## config.mk

```make
export PLATFORM = sky130hd
export DESIGN_NAME = mob_control
export DESIGN_NICKNAME = d
export VERILOG_FILES = /design/src/verilog/mob_pkg.sv /design/src/verilog/mob_control.sv
export SDC_FILE = /design/constraint.sdc
export NUM_CORES = 1
export LEC_CHECK = 0
export BUFFER_PORTS_ARGS = -buffer_cell sky130_fd_sc_hd__buf_2
export CORE_AREA = 2 2 39 41
export DETAILED_ROUTE_END_ITERATION = 8
export DIE_AREA = 0 0 41 43
export GPL_ROUTABILITY_DRIVEN = 0
export PLACE_DENSITY = 0.33
export SYNTH_ARGS = -nofsm -noshare
export SYNTH_HDL_FRONTEND = slang
export SYNTH_SLANG_ARGS = --single-unit
```

## constraint.sdc

```tcl
create_clock -name clk -period 1.2 [get_ports clk]
set_clock_uncertainty 0.1 [all_clocks]
set_input_delay 0.06 -clock clk [delete_from_list [all_inputs] [get_ports clk]]
set_output_delay 0.06 -clock clk [all_outputs]
set_load 0.05 [all_outputs]
```

## src/verilog/mob_pkg.sv

```systemverilog
package mob_pkg;

   localparam int EVAL_WIDTH   = 16;
   localparam int SQUARE_COUNT = 64;
   localparam int PIECE_WIDTH  = 4;
   localparam int BOARD_WIDTH  = SQUARE_COUNT * PIECE_WIDTH;

   // Edges from start edge to final sum
   localparam int EVAL_LATENCY = 3;

   // Per-move weights
   localparam logic signed [EVAL_WIDTH-1:0] KNIGHT_MG_WEIGHT = EVAL_WIDTH'(4);
   localparam logic signed [EVAL_WIDTH-1:0] KNIGHT_EG_WEIGHT = EVAL_WIDTH'(3);
   localparam logic signed [EVAL_WIDTH-1:0] ROOK_MG_WEIGHT   = EVAL_WIDTH'(2);
   localparam logic signed [EVAL_WIDTH-1:0] ROOK_EG_WEIGHT   = EVAL_WIDTH'(5);

   // Top bit set for black
   typedef enum logic [PIECE_WIDTH-1:0] {
      EMPTY        = 4'h0,
      WHITE_PAWN   = 4'h1,
      WHITE_KNIGHT = 4'h2,
      WHITE_BISHOP = 4'h3,
      WHITE_ROOK   = 4'h4,
      WHITE_QUEEN  = 4'h5,
      WHITE_KING   = 4'h6,
      BLACK_PAWN   = 4'h9,
      BLACK_KNIGHT = 4'ha,
      BLACK_BISHOP = 4'hb,
      BLACK_ROOK   = 4'hc,
      BLACK_QUEEN  = 4'hd,
      BLACK_KING   = 4'he
   } piece_t;

   // Square r*8+c at bits [PIECE_WIDTH*(r*8+c) +: PIECE_WIDTH]
   typedef logic [BOARD_WIDTH-1:0] board_t;

   typedef struct packed {
      logic signed [EVAL_WIDTH-1:0] mg;
      logic signed [EVAL_WIDTH-1:0] eg;
   } score_t;

   typedef enum logic [1:0] {
      STATE_IDLE       = 2'd0,
      STATE_LATENCY    = 2'd1,
      STATE_WAIT_CLEAR = 2'd2
   } mob_state_t;

endpackage
```

## src/verilog/mob_control.sv

```systemverilog
module mob_control (
   input  logic clk,
   input  logic reset,
   input  logic board_valid,
   input  logic clear_eval,
   output logic eval_valid
);

   typedef logic [$clog2(mob_pkg::EVAL_LATENCY + 1) - 1:0] latency_t;

   mob_pkg::mob_state_t state;
   logic                board_valid_r;
   latency_t            latency;
   logic                start;

   assign start = board_valid && !board_valid_r; // Rising edge of board_valid

   always_ff @(posedge clk)
   begin
      if (reset)
      begin
         state         <= mob_pkg::STATE_IDLE;
         eval_valid    <= 1'b0;
         board_valid_r <= 1'b0;
         latency       <= '0;
      end
      else
      begin
         board_valid_r <= board_valid;
         case (state)
            mob_pkg::STATE_IDLE:
            begin
               latency <= latency_t'(1);
               if (start)
                  state <= mob_pkg::STATE_LATENCY;
            end
            mob_pkg::STATE_LATENCY:
            begin
               latency <= latency + 1'b1;
               if (latency == latency_t'(mob_pkg::EVAL_LATENCY))
               begin
                  eval_valid <= 1'b1; // Sum lands on this edge
                  state      <= mob_pkg::STATE_WAIT_CLEAR;
               end
            end
            mob_pkg::STATE_WAIT_CLEAR:
            begin
               if (clear_eval)
               begin
                  eval_valid <= 1'b0;
                  state      <= mob_pkg::STATE_IDLE;
               end
            end
            default:
               state <= mob_pkg::STATE_IDLE;
         endcase
      end
   end

endmodule

```

; Yosys cells after proc, flatten, opt, wreduce, memory -nomap -nowiden
; Cells that the tools add are included.
[classes]
n_addsub = 1
eq_ne = 6
mux = 8
n_reduce_logical = 7
[ops]
columns = op, count
row1 = $mux 2, 3
row2 = $ne 2x2->1 const B, 3
row3 = $pmux 2 s3, 1
row4 = $reduce_and 3->1, 2
row5 = $eq 2x2->1 const B, 2
row6 = $pmux 2 s2, 1
row7 = $reduce_bool 2->1, 2
row8 = $add 2x1->2 const B, 1
row9 = $eq 2x1->1 const B, 1
row10 = $logic_not 2->1, 1
row11 = $mux 1, 2
row12 = $pmux 1 s2, 1
row13 = $logic_and 1x1->1, 1
row14 = $logic_not 1->1, 1
[totals]
regBits = 6
in_bits = 4
out_inout_bits = 1
word_cells = 26

; Depth between registers and ports, before layout
; Gate-level depths: netlist of run 1.
[depth]
depth_word = 4
depth_mapped = 3
mapped_depth_nobuf = 3

; Worst setup path before layout of run 1
; Ideal clock, no wire load.
[synth_path]
path_kind = reg2reg
from = register eval_valid (netlist name)
to = register eval_valid
setup_ns = 0.103
arrival_time_ns = 1.007
t_required_ns = 0.997
path_slack_ns = -0.011
stages_incl_launch_ff = 3
path_buffers = 0
period_less_slack_ns = 1.211
cell_sequence = dfxtp_1 inv_1 a2111oi_2
[synth_rtl]
columns = element, line
row1 = "end signal, assigned", mob_control.sv:23  ; eval_valid <= 1'b0;
row2 = "end signal, assigned", mob_control.sv:42  ; eval_valid <= 1'b1;
row3 = "end signal, assigned", mob_control.sv:50  ; eval_valid <= 1'b0;
row4 = "end, declared", mob_control.sv:6  ; output logic eval_valid

; Worst setup path in the final report of run 1
[layout_path]
from = input port board_valid
to = register state[0]
[layout_via]
elab_chain_cells = 3
[layout_rtl]
columns = element, line
row1 = "start, declared", mob_control.sv:4  ; input logic board_valid,
row2 = $logic_and 1x1->1, mob_control.sv:16  ; assign start = board_valid && !board_valid_r;
row3 = $ne 2x2->1 (no source line), -
row4 = $reduce_and 3->1 (no source line), -
row5 = "end signal, assigned", mob_control.sv:22  ; state <= mob_pkg::STATE_IDLE;
row6 = "end signal, assigned", mob_control.sv:35  ; state <= mob_pkg::STATE_LATENCY;
row7 = "end signal, assigned", mob_control.sv:43  ; state <= mob_pkg::STATE_WAIT_CLEAR;
row8 = "end, declared", mob_control.sv:11  ; mob_pkg::mob_state_t state;
; Every way passes these cells.
; A chain may end at the register's enable or synchronous reset.

==> impl_metrics.tcl, run 1 <==
set metrics [dict create \
    antenna_left 0 \
    clockBufferDepth 2 \
    slew_headroom_pct 82.6 \
    dp_hpwl_um 309 \
    drive_above_1_share_pct 41.7 \
    outcome "finished clean" \
    yosysSeqAreaShare_pct 45.7 \
    syn_to_final_growth_pct 41.4 \
    power.switching_uw 90.7 \
    utilization_pct 26.9 \
    worst_path_max_delay_cell "dlygate4sd3_1" \
    max_freq_ghz 0.856 \
    crit_chain "dlygate4sd3_1, buf_2, or3b_4, a211oi_2" \
    p_clk_share_pct 40.9 \
    slowest_delay_ns 0.52 \
    crit_buf_inv 2 \
    layout_common_cells "4 x buf_2, 3 x dfxtp_1, 3 x clkbuf_4, 3 x dfxtp_2, 3 x dlygate4sd3_1" \
    cp-end-kind "flop" \
    cts_root_buffer "clkbuf_4" \
    dieWidth_um 41 \
    rows 14 \
    worstSkewPairLatency_ns 0.24 \
    die_y_um 43 \
    grt_use_total_pct 7.34 \
    drv_cap 0 \
    finalHoldViolCount 0 \
    io_pins 5 \
    final-setup-viol-count 0 \
    n_antenna_cell 0 \
    fin_crit_sh_pct 97.3 \
    cp.depth 4 \
    cts_sinks 6 \
    rr_worst_depth 3 \
    period_needed_ns 1.17 \
    die-area_sq_um 1760 \
    switching_share_pct 20.6 \
    pwr-share-comb_pct 9.3 \
    syn_nets 30 \
    cp.arrival_ns 1.22 \
    syn_inst 25 \
    leakage_uw 0.000144 \
    drc 0 \
    wl_per_cell_um 8.69 \
    crit_fanout 2 \
    whs_path_depth 3 \
    viasPerCell 4.02 \
    routed_wl_um 452 \
    worstSetupPathType "input port to flop" \
    ys_warn_count 0 \
    synth_seq_cells 6 \
    start_util_pct 19.0 \
    start_kind "input port" \
    worst_pin_slew_ns 0.260 \
    postCtsSetupRepairBufs 0 \
    min_path_type "input port to flop" \
    htreeDepth 1 \
    rsz0062_at_grt "no" \
    first_pass_iters 4 \
    drv_slew 0 \
    vdd_drop_max_mv 0.399 \
    r2r_slack_ns 0.08 \
    finalHoldWorstSlack_ns 0.0641 \
    grt_max_degree 9 \
    intPower_uw 349 \
    vias 209 \
    required_ns 1.25 \
    p_seq_share_pct 49.7 \
    grt.overflow.total 0 \
    nets 43 \
    fill_cells 154 \
    cp_top_family "buffers and inverters" \
    grt_pass1_vias 208 \
    syn_area_sq_um 263 \
    core_sq_um 1380 \
    syn_avg_cell_area_sq_um 10.5 \
    final_common_cell "buf_2" \
    fin_setup_tns_ns 0 \
    portBuffers 4 \
    antenna_found_initial 0 \
    cts_tree "yes" \
    initialDrtViolationCount 1 \
    total_power_uw 440 \
    grt_first_pass_wirelength_um 814 \
    yosysUniqueCellTypes 15 \
    cts_made_buffers 3 \
    power_density_nw_per_um2 1180 \
    clkTransAtPathRegs_ns 0.04 \
]
cells by family after synthesis:
kind of cell / after synthesis / share of synthesized area, %
buffers and inverters: 1 / 1.43
adders and majority gates: 1 / 4.76
AOI/OAI and AO/OA: 4 / 14.3
and+or+nand+nor: 13 / 33.8
DFF: 6 / 45.7
sequential cells by signal, indices dropped and copies added, names as in the netlist:
| signal | flops |
|---|---|
| board_valid_r | 1 |
| eval_valid | 1 |
| latency | 2 |
| state | 2 |
timing repair:
action,in CTS,in global routing
pin swaps,2,1
hold endpoints to repair,6,0
resized for setup,1,3
endpoints found under the setup margin,1,1
hold buffers,3,0
area by class of cell:
class                   instances  area (sq um)  share of cell area (%)
inverters                       1          3.75                    1.01
repair buffers                  8          57.6                    15.5
well taps                      16          20.0                    5.39
flip-flops and latches          6           124                    33.3
multi-input cells              18           144                    38.7
clock buffers                   3          22.5                    6.06
metrics by stage:
| stage | setup WS [ns] | std cells | cell area (sq um) |
|---|---|---|---|
| after global placement | 0.0631 | 46 | 312 |
| after CTS | 0.0114 | 52 | 367 |
| after detailed placement | 0.0241 | 46 | 312 |
| final | 0.0320 | 52 | 372 |
| after floorplan | 0.114 | 25 | 264 |
| after global routing | 0.0121 | 52 | 372 |
synth_stat cells:
cell	n	share of area (%)
ha_1	1	4.8
nor3_1	1	1.9
dfxtp_1	6	46
or3b_1	2	6.7
and3b_1	2	6.7
inv_1	1	1.4
nor2b_1	2	4.8
a21oi_1	2	3.8
a2111oi_2	1	5.7
nand2b_1	1	2.4
or2b_1	1	2.9
a211oi_2	1	4.8
nor2_1	1	1.4
nand2_1	1	1.4
nand3b_1	2	5.7
layer usage:
metal	up-vias	share of wire [%]	global-route usage, %
met5	-	0	0
met4	0	0	8.00
met3	0	5.1	3.14
met2	5	43	8.13
met1	90	52	9.39
li1	114	-	-
worst register-to-register path: cells and delay by family (launching register included):
kind            cells  cell delay (ns)
compound gates      1             0.21
fa+ha+maj           1             0.19
flops               1             0.31
simple gates        1             0.23
power by group through the flow:
stage | Clock [uW] | Sequential (uW) | Combinational (uW)
floorplan | 0 | 219 | 19.8
global placement | 0 | 221 | 30.3
detailed placement | 0 | 221 | 31.4
CTS | 191 | 217 | 39.5
global route | 210 | 221 | 46.6
finish | 180 | 219 | 41.0
final timing paths:
kind	start	end
worst max-delay path	board_valid	state[0]
worst min-delay path	clear_eval	eval_valid
worst max register to register	latency[1]	state[0]
worst min register to register	latency[1]	latency[1]
No activity file was read; power rests on OpenSTA's default activity.
==> inputs of run 2 (changes only) <==
--- a/config.mk
+++ b/config.mk
@@ -6,11 +6,13 @@
 export NUM_CORES = 1
 export LEC_CHECK = 0
 export BUFFER_PORTS_ARGS = -buffer_cell sky130_fd_sc_hd__buf_2
+export CELL_PAD_IN_SITES_DETAIL_PLACEMENT = 0
+export CELL_PAD_IN_SITES_GLOBAL_PLACEMENT = 1
 export CORE_AREA = 2 2 39 41
 export DETAILED_ROUTE_END_ITERATION = 8
 export DIE_AREA = 0 0 41 43
 export GPL_ROUTABILITY_DRIVEN = 0
-export PLACE_DENSITY = 0.33
+export PLACE_DENSITY = 0.41
 export SYNTH_ARGS = -nofsm -noshare
 export SYNTH_HDL_FRONTEND = slang
 export SYNTH_SLANG_ARGS = --single-unit
==> constraint.sdc (replaced) <==
create_clock -name clk -period 0.9 [get_ports clk]
set_clock_uncertainty 0.1 [all_clocks]
set_input_delay 0.045 -clock clk [delete_from_list [all_inputs] [get_ports clk]]
set_output_delay 0.045 -clock clk [all_outputs]
set_load 0.05 [all_outputs]
==> impl_metrics.tcl, run 2 (same netlist as run 1, synthesis figures left out) <==
set metrics [dict create \
    outcome "complete, but fails checks" \
    violations "hold timing, setup timing" \
    fill_cells 147 \
    utilization_pct 32.5 \
    met1_length_um 261 \
    vias 241 \
    dp_hpwl_um 406 \
    total_power_uw 629 \
    core_sq_um 1380 \
    cts_made_buffers 3 \
    grt_pass1_vias 209 \
    first_pass_iters 3 \
    max_freq_ghz 0.914 \
    start_kind "flop" \
    antenna_left 0 \
    required_ns 0.95 \
    finalHoldWorstSlack_ns -0.0344 \
    portBuffers 4 \
    grt_max_degree 8 \
    cts_root_buffer "clkbuf_4" \
    grt.overflow.total 0 \
    nets 48 \
    period_needed_ns 1.09 \
    drc 0 \
    clockBufferDepth 2 \
    routed_wl_um 565 \
    io_pins 5 \
    top_regs "latency x2, state x2" \
    finalHoldViolCount 1 \
    min_path_type "input port to flop" \
    drive_above_1_share_pct 52.4 \
    layout_common_cells "4 x buf_4, 3 x clkbuf_4, 3 x dfxtp_4, 3 x dlygate4sd3_1, 3 x buf_2" \
    initialDrtViolationCount 4 \
    cts_tree "yes" \
    dieWidth_um 41 \
    dr.max_layer_used "met3" \
    worstSkewPairLatency_ns 0.24 \
    drv_slew 0 \
    slew_headroom_pct 82.7 \
    final-setup-viol-count 5 \
    met3_length_um 29 \
    placedCellCount 49 \
    vdd_drop_max_mv 0.653 \
    drv_cap 0 \
    crit_fanout 5 \
    final_cells 58 \
    n_antenna_cell 0 \
    die-area_sq_um 1760 \
    htreeDepth 1 \
    grt_first_pass_wirelength_um 883 \
    rows 14 \
    clkTransAtPathRegs_ns 0.05 \
    start_util_pct 19.0 \
    power_density_nw_per_um2 1400 \
    cts_sinks 6 \
    rsz0062_at_grt "yes" \
    grt_use_total_pct 7.95 \
    final_common_cell "buf_4" \
    die_y_um 43 \
    worstSetupPathType "flop to flop" \
    antenna_found_initial 0 \
    cp-end-kind "flop" \
    leakage_uw 0.000177 \
    worst_pin_slew_ns 0.258 \
    wl_per_cell_um 9.74 \
    viasPerCell 4.16 \
    syn_to_final_growth_pct 71.4 \
    wl_met2_um 274 \
    worst_slack_ns -0.194 \
    cp.arrival_ns 1.15 \
    fin_crit_sh_pct 122 \
]
[run 2: changes by cell type in the layout (fill, tap and decap cells not counted), moves of 2 or more]
cell and delta:
buf_4 +3, dfxtp_4 +3, buf_6 +2, dfxtp_1 -2
[run 2: repair_timing]
| item | 4_1_cts | 5_1_grt |
|---|---|---|
| endpoints found under the setup margin | 6 | 6 |
| hold buffers | 1 | 2 |
| buffers inserted | 0 | 2 |
| pin swaps | 0 | 1 |
| endpoints found under the hold margin | 6 | 5 |
| gates resized for setup | 4 | 5 |
[run 2: path summary, 6_finish.rpt]
path / to / start / depth (start not counted) / slack, ns
setup / recovery: state[0] / state[0] / 2 / -0.19
setup reg to reg: state[0] / state[0] / 2 / -0.19
hold reg to reg: latency[1] / latency[1] / 2 / 0.37
hold / removal: state[1] / clear_eval / 3 / -0.03
[run 2: per-layer routing]
layer | vias up | global-route usage [%]
met3 | 0 | 3.14
li1 | 124 | -
met2 | 4 | 10.3
met5 | - | 0
met4 | 0 | 6.00
met1 | 113 | 10.0
[run 2: where the power goes]
group          leakage [uW]  total [uW]  switching, uW  internal (uW)
clock             0.0000150         262           94.1            168
combinational      0.000110        80.6           28.2           52.4
sequential        0.0000521         286           11.8            274
[run 2: worst max-delay path: stages, from the launching register on]
cell and delay, ns:
dfxtp_4 0.35, or3b_4 0.37, a211oi_2 0.20
[run 2: area by class of cell]
class                   count  area, sq um  area share [%]
multi-input cells          18          154            34.2
repair buffers             13          113            25.0
well taps                  16         20.0            4.44
clock buffers               4         26.3            5.83
inverters                   1         3.75           0.833
flip-flops and latches      6          134            29.7
[run 2: stage by stage]
step | setup TNS [ns] | area, sq um | worst slack, ns
after floorplan | -0.350 | 283 | -0.154
after global placement | -0.485 | 353 | -0.160
after detailed placement | -0.546 | 353 | -0.199
after CTS | -0.560 | 399 | -0.188
after global routing | -0.772 | 450 | -0.218
final | -0.618 | 450 | -0.194
