File: src/verilog/mob_pkg.sv
package mob_pkg;

   localparam int EVAL_WIDTH   = 16;
   localparam int SQUARE_COUNT = 64;
   localparam int PIECE_WIDTH  = 4;
   localparam int BOARD_WIDTH  = SQUARE_COUNT * PIECE_WIDTH;

   // Edges from start edge to final sum
   localparam int EVAL_LATENCY = 3;

   // Per-move weights
   localparam logic signed [EVAL_WIDTH-1:0] KNIGHT_MG_WEIGHT = EVAL_WIDTH'(4);
   localparam logic signed [EVAL_WIDTH-1:0] KNIGHT_EG_WEIGHT = EVAL_WIDTH'(3);
   localparam logic signed [EVAL_WIDTH-1:0] ROOK_MG_WEIGHT   = EVAL_WIDTH'(2);
   localparam logic signed [EVAL_WIDTH-1:0] ROOK_EG_WEIGHT   = EVAL_WIDTH'(5);

   // Top bit set for black
   typedef enum logic [PIECE_WIDTH-1:0] {
      EMPTY        = 4'h0,
      WHITE_PAWN   = 4'h1,
      WHITE_KNIGHT = 4'h2,
      WHITE_BISHOP = 4'h3,
      WHITE_ROOK   = 4'h4,
      WHITE_QUEEN  = 4'h5,
      WHITE_KING   = 4'h6,
      BLACK_PAWN   = 4'h9,
      BLACK_KNIGHT = 4'ha,
      BLACK_BISHOP = 4'hb,
      BLACK_ROOK   = 4'hc,
      BLACK_QUEEN  = 4'hd,
      BLACK_KING   = 4'he
   } piece_t;

   // Square r*8+c at bits [PIECE_WIDTH*(r*8+c) +: PIECE_WIDTH]
   typedef logic [BOARD_WIDTH-1:0] board_t;

   typedef struct packed {
      logic signed [EVAL_WIDTH-1:0] mg;
      logic signed [EVAL_WIDTH-1:0] eg;
   } score_t;

   typedef enum logic [1:0] {
      STATE_IDLE       = 2'd0,
      STATE_LATENCY    = 2'd1,
      STATE_WAIT_CLEAR = 2'd2
   } mob_state_t;

endpackage
File: src/verilog/mob_square.sv
module mob_square #(
   parameter int ROW = 0,
   parameter int COL = 0
) (
   input  logic            clk,
   input  mob_pkg::board_t board,
   output mob_pkg::score_t score
);

   localparam int SQUARE = ROW * 8 + COL;

   mob_pkg::piece_t                      piece;
   logic                                 is_black;
   logic [mob_pkg::EVAL_WIDTH-1:0]       knight_moves;
   logic [mob_pkg::EVAL_WIDTH-1:0]       rook_moves;
   logic [mob_pkg::EVAL_WIDTH-1:0]       moves;
   logic signed [mob_pkg::EVAL_WIDTH-1:0] mg_weight;
   logic signed [mob_pkg::EVAL_WIDTH-1:0] eg_weight;
   logic signed [mob_pkg::EVAL_WIDTH-1:0] mg_value;
   logic signed [mob_pkg::EVAL_WIDTH-1:0] eg_value;
   mob_pkg::score_t                      score_next;

   // Empty or enemy square inside the board
   function automatic logic reachable(input mob_pkg::board_t b, input int r, input int c,
                                      input logic black);
      logic [mob_pkg::PIECE_WIDTH-1:0] target;
      if (r < 0 || r > 7 || c < 0 || c > 7)
         return 1'b0;
      target = b[(r * 8 + c) * mob_pkg::PIECE_WIDTH +: mob_pkg::PIECE_WIDTH];
      return target == mob_pkg::EMPTY || target[mob_pkg::PIECE_WIDTH-1] != black;
   endfunction

   function automatic logic [mob_pkg::EVAL_WIDTH-1:0] knight_count(input mob_pkg::board_t b,
                                                                  input logic black);
      logic [mob_pkg::EVAL_WIDTH-1:0] count;
      int                             dc;
      count = '0;
      for (int dr = -2; dr <= 2; dr++)
      begin
         if (dr != 0)
         begin
            dc = 3 - (dr < 0 ? -dr : dr); // (1,2) or (2,1) jumps
            if (reachable(b, ROW + dr, COL + dc, black))
               count = count + 1'b1;
            if (reachable(b, ROW + dr, COL - dc, black))
               count = count + 1'b1;
         end
      end
      return count;
   endfunction

   // Slide until first blocker, enemy blocker counts
   function automatic logic [mob_pkg::EVAL_WIDTH-1:0] ray_count(input mob_pkg::board_t b,
                                                               input int dr, input int dc,
                                                               input logic black);
      logic [mob_pkg::EVAL_WIDTH-1:0]  count;
      logic [mob_pkg::PIECE_WIDTH-1:0] target;
      logic                            open;
      int                              r;
      int                              c;
      count = '0;
      open  = 1'b1;
      r     = ROW;
      c     = COL;
      for (int step = 1; step < 8; step++)
      begin
         r = r + dr;
         c = c + dc;
         if (open && r >= 0 && r < 8 && c >= 0 && c < 8)
         begin
            target = b[(r * 8 + c) * mob_pkg::PIECE_WIDTH +: mob_pkg::PIECE_WIDTH];
            if (target == mob_pkg::EMPTY)
               count = count + 1'b1;
            else
            begin
               if (target[mob_pkg::PIECE_WIDTH-1] != black)
                  count = count + 1'b1;
               open = 1'b0;
            end
         end
      end
      return count;
   endfunction

   always_comb
   begin
      piece    = mob_pkg::piece_t'(board[SQUARE * mob_pkg::PIECE_WIDTH +: mob_pkg::PIECE_WIDTH]);
      is_black = piece[mob_pkg::PIECE_WIDTH-1];

      knight_moves = knight_count(board, is_black);
      rook_moves   = ray_count(board, 1, 0, is_black) + ray_count(board, -1, 0, is_black)
                   + ray_count(board, 0, 1, is_black) + ray_count(board, 0, -1, is_black);

      case (piece)
         mob_pkg::WHITE_KNIGHT, mob_pkg::BLACK_KNIGHT:
         begin
            moves     = knight_moves;
            mg_weight = mob_pkg::KNIGHT_MG_WEIGHT;
            eg_weight = mob_pkg::KNIGHT_EG_WEIGHT;
         end
         mob_pkg::WHITE_ROOK, mob_pkg::BLACK_ROOK:
         begin
            moves     = rook_moves;
            mg_weight = mob_pkg::ROOK_MG_WEIGHT;
            eg_weight = mob_pkg::ROOK_EG_WEIGHT;
         end
         default:
         begin
            moves     = '0;
            mg_weight = '0;
            eg_weight = '0;
         end
      endcase

      mg_value = $signed(moves) * mg_weight;
      eg_value = $signed(moves) * eg_weight;

      score_next.mg = is_black ? -mg_value : mg_value; // Black scores negative
      score_next.eg = is_black ? -eg_value : eg_value;
   end

   always_ff @(posedge clk)
   begin
      score <= score_next;
   end

endmodule

File: config.mk
export PLATFORM = sky130hd
export DESIGN_NAME = mob_square
export DESIGN_NICKNAME = d
export VERILOG_FILES = /design/src/verilog/mob_pkg.sv /design/src/verilog/mob_square.sv
export SDC_FILE = /design/constraint.sdc
export NUM_CORES = 1
export LEC_CHECK = 0
export BUFFER_PORTS_ARGS = -buffer_cell sky130_fd_sc_hd__buf_2
export CAP_MARGIN = 20
export CORE_MARGIN = 1.5
export CORE_UTILIZATION = 30
export CTS_BUF_LIST = sky130_fd_sc_hd__clkbuf_4
export DETAILED_ROUTE_END_ITERATION = 12
export MAX_ROUTING_LAYER = met4
export PLACE_DENSITY = 0.67
export SLEW_MARGIN = 20
export SYNTH_ARGS = -nofsm -noshare
export SYNTH_HDL_FRONTEND = slang
export SYNTH_SLANG_ARGS = --single-unit
File: constraint.sdc
create_clock -name clk -period 6.3 [get_ports clk]
set_input_delay 0.315 -clock clk [delete_from_list [all_inputs] [get_ports clk]]
set_output_delay 0.315 -clock clk [all_outputs]
set_load 0.005 [all_outputs]
# --- Yosys cells after proc, flatten, opt, wreduce, memory -nomap -nowiden ---
# Cells that the tools add are included.
word_totals:
  n_memories: 0
  mem_bits_rw: 0
  out_inout_bits: 32
  wordCells: 129
  romBits: 0
  inputBits: 257
  latchBits: 0
  ff_bits: 32
op_classes:
  n_addsub: 16
  reduce_logical: 20
  mul: 2
  bitwise: 0
  n_mux: 69
  eq_ne: 20
  n_lt_le_gt_ge: 0
  n_shift: 0
  n_div: 0
op_table:
  columns: ["operator", "n"]
  rows:
  - ["$mux 16", 40]
  - ["$add 16x1->16 const B", 13]
  - ["$logic_not 4->1", 16]
  - ["$mul 16x16->16", 2]
  - ["$neg 16->16", 2]
  - ["$pmux 16 s2", 1]
  - ["$mux 1", 26]
  - ["$add 16x16->16", 1]
  - ["$ne 1x1->1", 16]
  - ["$pmux 3 s2", 2]
  - ["$eq 4x4->1 const B", 2]
  - ["$eq 4x2->1 const B", 1]
  - ["$eq 4x3->1 const B", 1]
  - ["$reduce_or 2->1", 2]
  - ["$logic_or 1x1->1", 2]

# --- Depth between registers and ports, before layout ---
# Gate-level depths: netlist (run 1).
logic_depth:
  word_depth: 32
  ltp_mapped: 32
  mapped_depth_nobuf: 31

# --- Least setup slack after synthesis (run 1) ---
# OpenSTA, ideal clock, no wires.
synth_path:
  path_type: "input to register"
  start: "in board[3]"
  end: "reg score[28] (netlist bit)"
  stages: 27
  arrival_time_ns: 6.615
  required_ns: 6.175
  slack_ns: -0.440
  setup_ns: 0.125
  path_buffers: 2
  path_cell_list: "clkbuf_1 > clkbuf_1 > xor2_1 > ha_1 > and2b_1 > a31oi_1 > a21oi_1 > ha_1 > a21o_1 > ha_1 > mux2_4 > ha_1 > mux2_4 > fa_1 > a21o_1 > a21oi_1 > xnor2_1 > and2_1 > ha_1 > ha_1 > ha_1 > a21o_1 > a21oi_1 > xnor2_1 > o211ai_1 > or2_2 > o41a_1"
synth_via:
  elab_chain_len: 32
  elab_cells_between_ends: 85
  classes_between: "add/sub: 15; mul: 1; eq/ne: 20; mux: 45; reduce/logical: 4"
synth_lines:
  columns: ["element", "line", "rtl"]
  rows:
  - ["start: declaration", "mob_square.sv:6", "input mob_pkg::board_t board,"]
  - ["$ne 1x1->1", "mob_square.sv:76", "if (target[mob_pkg::PIECE_WIDTH-1] != black)"]
  - ["$mux 1", "mob_square.sv:76", null]
  - ["$mux 16 or $mux 1 (tied branches)", "mob_square.sv:72", "if (target == mob_pkg::EMPTY)"]
  - ["$add 16x1->16", "mob_square.sv:73, mob_square.sv:77", null]
  - ["$mux 16", "mob_square.sv:76", null]
  - ["$mux 16", "mob_square.sv:72", null]
  - ["$mux 16", "mob_square.sv:69", "if (open && r >= 0 && r < 8 && c >= 0 && c < 8)"]
  - ["$add 16x1->16", "mob_square.sv:73, mob_square.sv:77", null]
  - ["[... 16 more ...]", null, null]
  - ["$mux 16", "mob_square.sv:76", null]
  - ["$mux 16", "mob_square.sv:72", null]
  - ["$mux 16", "mob_square.sv:69", null]
  - ["$add 16x16->16", "mob_square.sv:92", "+ ray_count(board, 0, 1, is_black) + ray_count(board, 0, -1, is_black);"]
  - ["$pmux 16 s2", "mob_square.sv:94", "case (piece)"]
  - ["$mul 16x16->16", "mob_square.sv:115", "mg_value = $signed(moves) * mg_weight;"]
  - ["$neg 16->16", "mob_square.sv:118", "score_next.mg = is_black ? -mg_value : mg_value;"]
  - ["$mux 16 *", "mob_square.sv:118", null]
  - ["end signal: assignment", "mob_square.sv:124", "score <= score_next;"]
  - ["end: declaration", "mob_square.sv:7", "output mob_pkg::score_t score"]
# Mark *: on every way between the ends. The rest lies on a longest branch, timed or not.

# --- Worst setup path after layout (run 1) ---
layout_path:
  start: "in board[33]"
  end: "reg score[13] (netlist bit)"
layout_via:
  elab_chain_len: 31
  elab_cells_between_ends: 37
  classes_between: "add/sub: 8; mul: 1; mux: 27; reduce/logical: 1"
layout_lines:
  columns: ["element", "line", "rtl"]
  rows:
  - ["$logic_not 4->1 *", "mob_square.sv:72", null]
  - ["$mux 16", "mob_square.sv:72", null]
  - ["$add 16x1->16", "mob_square.sv:73, mob_square.sv:77", null]
  - ["$mux 16", "mob_square.sv:76", null]
  - ["$mux 16", "mob_square.sv:72", null]
  - ["$mux 16", "mob_square.sv:69", null]
  - ["$add 16x1->16", "mob_square.sv:73, mob_square.sv:77", null]
  - ["$mux 16", "mob_square.sv:76", null]
  - ["[... 15 more ...]", null, null]
  - ["$mux 16", "mob_square.sv:76", null]
  - ["$mux 16", "mob_square.sv:72", null]
  - ["$mux 16 *", "mob_square.sv:69", null]
  - ["$add 16x16->16 *", "mob_square.sv:92", null]
  - ["$pmux 16 s2 *", "mob_square.sv:94", null]
  - ["$mul 16x16->16 *", "mob_square.sv:116", "eg_value = $signed(moves) * eg_weight;"]
  - ["$neg 16->16", "mob_square.sv:119", "score_next.eg = is_black ? -eg_value : eg_value;"]
  - ["$mux 16 *", "mob_square.sv:119", null]
# Marked as above.

==> impl_results.md, run 1 <==
* Largest net degree at the start of global routing at 24
* CTS sink count at 31
* GR Util All Layers at 14.9%
* IO Count at 289
* CTS tree: built
* Design Power at 0.614 mW
* Longest Clk Path Bufs at 2
* Avg Inst Size Synth at 8.48 sq um
* Slew HR at 52.0%
* Die Area at 12,700 sq um
* Initial antenna violation count at 0
* Post-synth EDFFs at 0
* # DRC at 0
* Largest regs: score (31)
* I/O Buffers at 99
* H-tree depth at 2
* Global route overflow at 0
* Share of layout cells above drive strength 1 at 41.2%
* Row cnt at 39
* Total Neg Setup Slack at 0 ps
* CP Capture Type: flip-flop
* FF+latch count, synth at 31
* Die W at 113 microns
* Critical Path Source Type: primary input
* Post-Syn Instances at 425
* Post-DP HPWL at 7.90 mm
* Min-Delay Startpoint: board[0]
* Main synth FF type: dfxtp_1
* Max cap viols at 0
* Largest Register: score
* Clk slew on worst S/H paths at 100 ps
* Largest stage delay, worst path at 460 ps
* Final GP Congestion at 0.854
* Most frequent cells in the layout: 99 x buf_2, 65 x buf_4, 43 x ha_1
* Kind of critical path: primary input to flip-flop
* Pre-CTS WS at -442 ps
* Sequential area share after synthesis at 17.2%
* Post-CTS Hold Buffers at 0
* Worst-Margin Slew at 717 ps
* Static Leakage at 2.52 nW
* Worst setup margin at 203 ps
* Core box area at 11,600 sq um
* Hold Crit Class: primary input to flip-flop
* Filler cells at 1,121
* Count of different cell masters after synthesis at 53
* Max Fclk at 164 MHz
* Synthesized area at 3600 sq um
* # setup viols final at 0
* Initial core utilization at 31.2%
* Syn-to-layout area delta at 46.2%
* CTS Buf Count at 5
* WP data required at 6490 ps
* Crit path DAT at 6280 ps
* Min cycle time layout at 6100 ps
* 1st-iter DRT viols at 132
* WL final at 9.61 mm
* Die Ht at 113 microns
* Final period utilization at 96.8%
* Crit-path slowest cell: fa_1
* Share of flip-flops with an asynchronous set or reset at 0%
* Nets at 930
* DR vias at 3,704
* First-pass GRT wire length at 15.2 mm
* Crit-path max FO at 4
* Hold depth at 2
* Number of global-route vias before repair at 3,546
* Vias per cell at 4.93
* Post-route ant nets at 0
* Synth warn at 0
* Hold Path End: score[0]$_DFF_P_
* Pwr Density at 117 nW/um^2
* Slew Limit Fails at 0
* Drt first pass iters at 6
* VDD IR max at 0.0598 mV
* Final hold vios at 0
* Status: finished, final reports clean
* Root Driver: clkbuf_4
* # diodes at 0
* Largest register FFs at 31
* Wirelength per Cell at 12.8 microns
* Most common cell after layout, fill and taps aside: buf_2
worst max path at each step:
stage	from	endpoint	slack, ps	cells after the start
after global placement	board[6]	score[11]$_DFF_P_	-350	27
final	board[33]	score[13]$_SDFF_PN0_	200	30
after CTS	board[5]	score[29]$_SDFF_PN0_	10	28
after detailed placement	board[6]	score[11]$_DFF_P_	-440	27
after global routing	board[33]	score[13]$_SDFF_PN0_	-50	32
after floorplan	board[6]	score[11]$_DFF_P_	5	27
power by group:
group	leakage, nW	internal, mW	switching [mW]	total [mW]
clock	0.0361	0.0520	0.0664	0.118
combinational	2.22	0.134	0.136	0.270
sequential	0.260	0.220	0.00593	0.226
total	2.52	0.406	0.209	0.614
worst max-delay path, delay by kind of cell:
kind,cells,cell delay [ps]
compound gates,9,1480
xor+xnor,1,140
fa+ha+maj,8,2180
buf+inv,4,360
mux,2,570
simple gates,6,1250
cells by family (layout without fill, tap and decap cells):
| logic type | Yosys count | count (layout) | synth area share, % |
|---|---|---|---|
| and+or+nand+nor | 131 | 131 | 22.0 |
| AOI/OAI and AO/OA | 102 | 102 | 19.6 |
| adders and majority gates | 65 | 65 | 24.2 |
| buffers and inverters | 51 | 219 | 5.45 |
| xor gates and xnor gates | 40 | 40 | 9.72 |
| DFF | 31 | 31 | 17.2 |
| muxes | 4 | 4 | 1.67 |
| other | 1 | 17 | 0.104 |
per-stage QoR:
stage	utilization [%]	instance area, sq um	hold slack [ps]	cells
2_1_floorplan	-	3740	407	441
3_3_place_gp	41.6	4810	597	734
3_5_place_dp	41.6	4810	599	734
4_1_cts	43.0	4980	237	747
5_1_grt	45.6	5270	276	752
6_report	45.6	5270	266	752
cell type report:
| cell class | instances | area (sq um) | share of cell area, % |
|---|---|---|---|
| multi-input combinational | 359 | 3230 | 61.3 |
| inverter | 44 | 165 | 3.13 |
| clock inverter | 1 | 5.00 | 0.0950 |
| clock buffer | 7 | 52.6 | 0.997 |
| sequential | 31 | 621 | 11.8 |
| tap | 143 | 179 | 3.40 |
| timing repair buffer | 167 | 1020 | 19.3 |
cells in the mapped netlist, types with 2 or more instances:
library cell / count / area [sq um]
a2111o_1: 2 / 22.5
a211o_1: 2 / 17.5
a211oi_1: 2 / 15.0
a21o_1: 6 / 45.0
a21oi_1: 23 / 115
a31oi_1: 6 / 37.5
and2_1: 14 / 87.6
and2b_1: 2 / 15.0
clkbuf_1: 5 / 18.8
dfxtp_1: 31 / 621
fa_1: 8 / 160
ha_1: 57 / 713
inv_1: 44 / 165
mux2_4: 4 / 60.1
nand2_1: 22 / 82.6
nand2b_1: 5 / 31.3
nand3_1: 4 / 20.0
nand3b_1: 4 / 30.0
nand4_2: 2 / 25.0
nor2_1: 20 / 75.1
nor2b_1: 4 / 25.0
nor3_1: 19 / 95.1
nor3b_1: 7 / 52.6
nor4_1: 2 / 12.5
nor4_2: 2 / 25.0
nor4_4: 4 / 85.1
o2111ai_1: 4 / 35.0
o211a_1: 5 / 50.1
o211ai_1: 8 / 60.1
o21a_1: 5 / 37.5
o21ai_0: 20 / 100
o21bai_1: 2 / 15.0
o31a_1: 2 / 17.5
o31ai_1: 3 / 22.5
o41a_1: 4 / 45.0
or2_2: 9 / 56.3
or3_1: 6 / 37.5
or3b_2: 2 / 17.5
or4_1: 2 / 15.0
xnor2_1: 30 / 263
xor2_1: 10 / 87.6
timing repair:
item / CTS / global route
setup endpoints to repair: 12 / 17
pin swaps: 11 / 28
gates resized for setup: 16 / 38
buffers inserted: 5 / 5
hold endpoints to repair: 0 / 0
layer usage:
metal  global-route usage (%)  vias up  part of all wire [%]
li1                         -     1880                     -
met1                     18.1     1711                    44
met2                     25.2      104                    49
met3                     3.19        9                   6.4
met4                     4.14        0                   1.2
met5                        -        -                     0
(Power assumes the default switching activity.)
==> run 2, diff against run 1 <==
Clock period 6.3 ns to 4.9 ns, I/O delays scaled along.
==> run 2 against run 1 <==
  * The run now ends with negative setup slack left
  * Total power is 40% higher
  * Die area unchanged
  * Final area grew 12%
  * Combinational power up 57%
  * Wire length increased by 14%
  * Utilization increased by 5.4 points
  * Hold slack got worse by 96 ps
  * Sequential share of layout area fell by 1.2 points
  * Global-route usage rose by 2.4 points
  * Critical path depth is 2 lower
  * Sequential cell count is the same
  * Worst setup slack got worse by 1100 ps
==> impl_results.md, run 2 (same netlist as run 1, synthesis figures left out) <==
* Row cnt at 39 (unchanged)
* Number of global-route vias before repair at 3,831 (+8.0%)
* # DRC at 0 (unchanged)
* Filler cells at 1,013 (-9.6%)
* Largest stage delay, worst path at 490 ps (+30 ps)
* Final GP Congestion at 0.830 (-2.8%)
* Root Driver: clkbuf_4
* WP data required at 5130 ps (-1360 ps)
* Wirelength per Cell at 14.1 microns (+10%)
* Kind of critical path: primary input to flip-flop
* Crit path DAT at 5990 ps (-290 ps)
* Vias per cell at 4.98 (+1.1%)
* CP Capture Type: flip-flop
* Cell repeated most along the worst path: ha_4
* IO Count at 289 (unchanged)
* Core box area at 11,600 sq um (unchanged)
* Critical Path Source Type: primary input
* Min cycle time layout at 5760 ps
* Total Neg Setup Slack at -16,290 ps (-16,290 ps)
* Slew HR at 47.6% (-4.3 points)
* First-pass GRT wire length at 17.1 mm (+13%)
* Initial core utilization at 31.2% (unchanged)
* Pwr Density at 146 nW/um^2 (+25%)
* Largest net degree at the start of global routing at 24 (unchanged)
* # diodes at 0 (unchanged)
* WL final at 10.9 mm (+14%)
* Syn-to-layout area delta at 63.5%
* Slew Limit Fails at 0 (unchanged)
* Inst Count DP at 756 (+3.0%)
* Unrepaired setup endpoints after global routing: true
* Post-DP HPWL at 8.71 mm (+10%)
* Max cap viols at 0 (unchanged)
* Post-route ant nets at 0 (unchanged)
* Failing checks: negative setup slack
* Longest Clk Path Bufs at 2 (unchanged)
* Die Area at 12,700 sq um (unchanged)
* Final hold vios at 0 (unchanged)
* GR Util All Layers at 17.3% (+2.4 points)
* Die W at 113 microns (unchanged)
* Crit path max-delay family: adder cells
* Crit-path max FO at 4 (unchanged)
* Nets at 955 (+2.7%)
* WP depth at 28 (-6.7%)
* Final period utilization at 117%
* Most common cell after layout, fill and taps aside: buf_2
* Worst setup margin at -856 ps (-1060 ps)
* Largest regs: score (31)
* Final core utilization at 50.9% (+5.4 points)
* 1st-iter DRT viols at 95 (-28%)
* Status: finished, violations left
* Worst path bufs/invs at 3 (-1)
* Non-Filler Instances at 776 (+3.2%)
* Most frequent cells in the layout: 94 x buf_2, 77 x buf_4, 35 x ha_1
* DR vias at 3,866 (+4.4%)
* Initial antenna violation count at 0 (unchanged)
* CTS tree: built
* Hold Crit Class: primary input to flip-flop
* Drt first pass iters at 4 (-2)
* Largest Register: score
* I/O Buffers at 99 (unchanged)
* Die Ht at 113 microns (unchanged)
* Share of layout cells above drive strength 1 at 51.0% (+9.8 points)
* H-tree depth at 2 (unchanged)
* Largest register FFs at 31 (unchanged)
* CTS sink count at 31 (unchanged)
* Max Fclk at 174 MHz
* Post-CTS Hold Buffers at 0 (unchanged)
* Crit-path slowest cell: fa_1
* VDD IR max at 0.102 mV (+70%)
* Global route overflow at 0 (unchanged)
* CTS Buf Count at 5 (unchanged)
* Worst-Margin Slew at 784 ps (+66.3 ps)
* Clk slew on worst S/H paths at 110 ps (about the same)
* Hold depth at 2 (unchanged)
* # setup viols final at 24 (+24)
* Static Leakage at 2.72 nW (+8.0%)
run 2: changes by cell type in the layout (fill, tap and decap cells not counted), sizes merged:
cell,change
clkbuf,-2
buf,+25
clkinv,+1
run 2: cell type report:
| cell class | count | area [sq um] | area share (%) |
|---|---|---|---|
| clock buffer | 5 | 37.5 | 0.637 |
| clock inverter | 2 | 8.76 | 0.149 |
| inverter | 44 | 170 | 2.89 |
| multi-input combinational | 359 | 3580 | 60.8 |
| sequential | 31 | 621 | 10.5 |
| tap | 143 | 179 | 3.04 |
| timing repair buffer | 192 | 1290 | 22.0 |
run 2: through the flow:
step	power [mW]	hold WS, ps	worst slack [ps]	cell area (sq um)
finish	0.861	170	-856	5890
global route	0.918	181	-1120	5890
CTS	0.823	173	-926	5680
detailed placement	0.645	524	-1430	5240
global placement	0.638	524	-1300	5240
floorplan	0.489	337	-1110	4020
run 2: power by group:
group	total, mW	switching (mW)	internal, mW
logic	0.425	0.206	0.220
registers	0.295	0.0121	0.283
clock network	0.141	0.0898	0.0508
run 2: final timing paths:
path                           end  slack [ps]     start
setup / recovery  score[9]$_DFF_P_        -860  board[4]
hold / removal    score[0]$_DFF_P_         170  board[0]
run 2: layer usage:
layer  part of all wire, %  wire [microns]  GRT usage [%]
met5                     0               0              -
met4                   1.7             191           4.73
met3                   4.4             476           2.05
met2                    49            5400           30.7
met1                    44            4860           20.8
run 2: timing repair:
action / in CTS / in global routing
buffers inserted: 13 / 3
resized for setup: 52 / 43
pin swaps: 45 / 35
setup endpoints to repair: 24 / 24
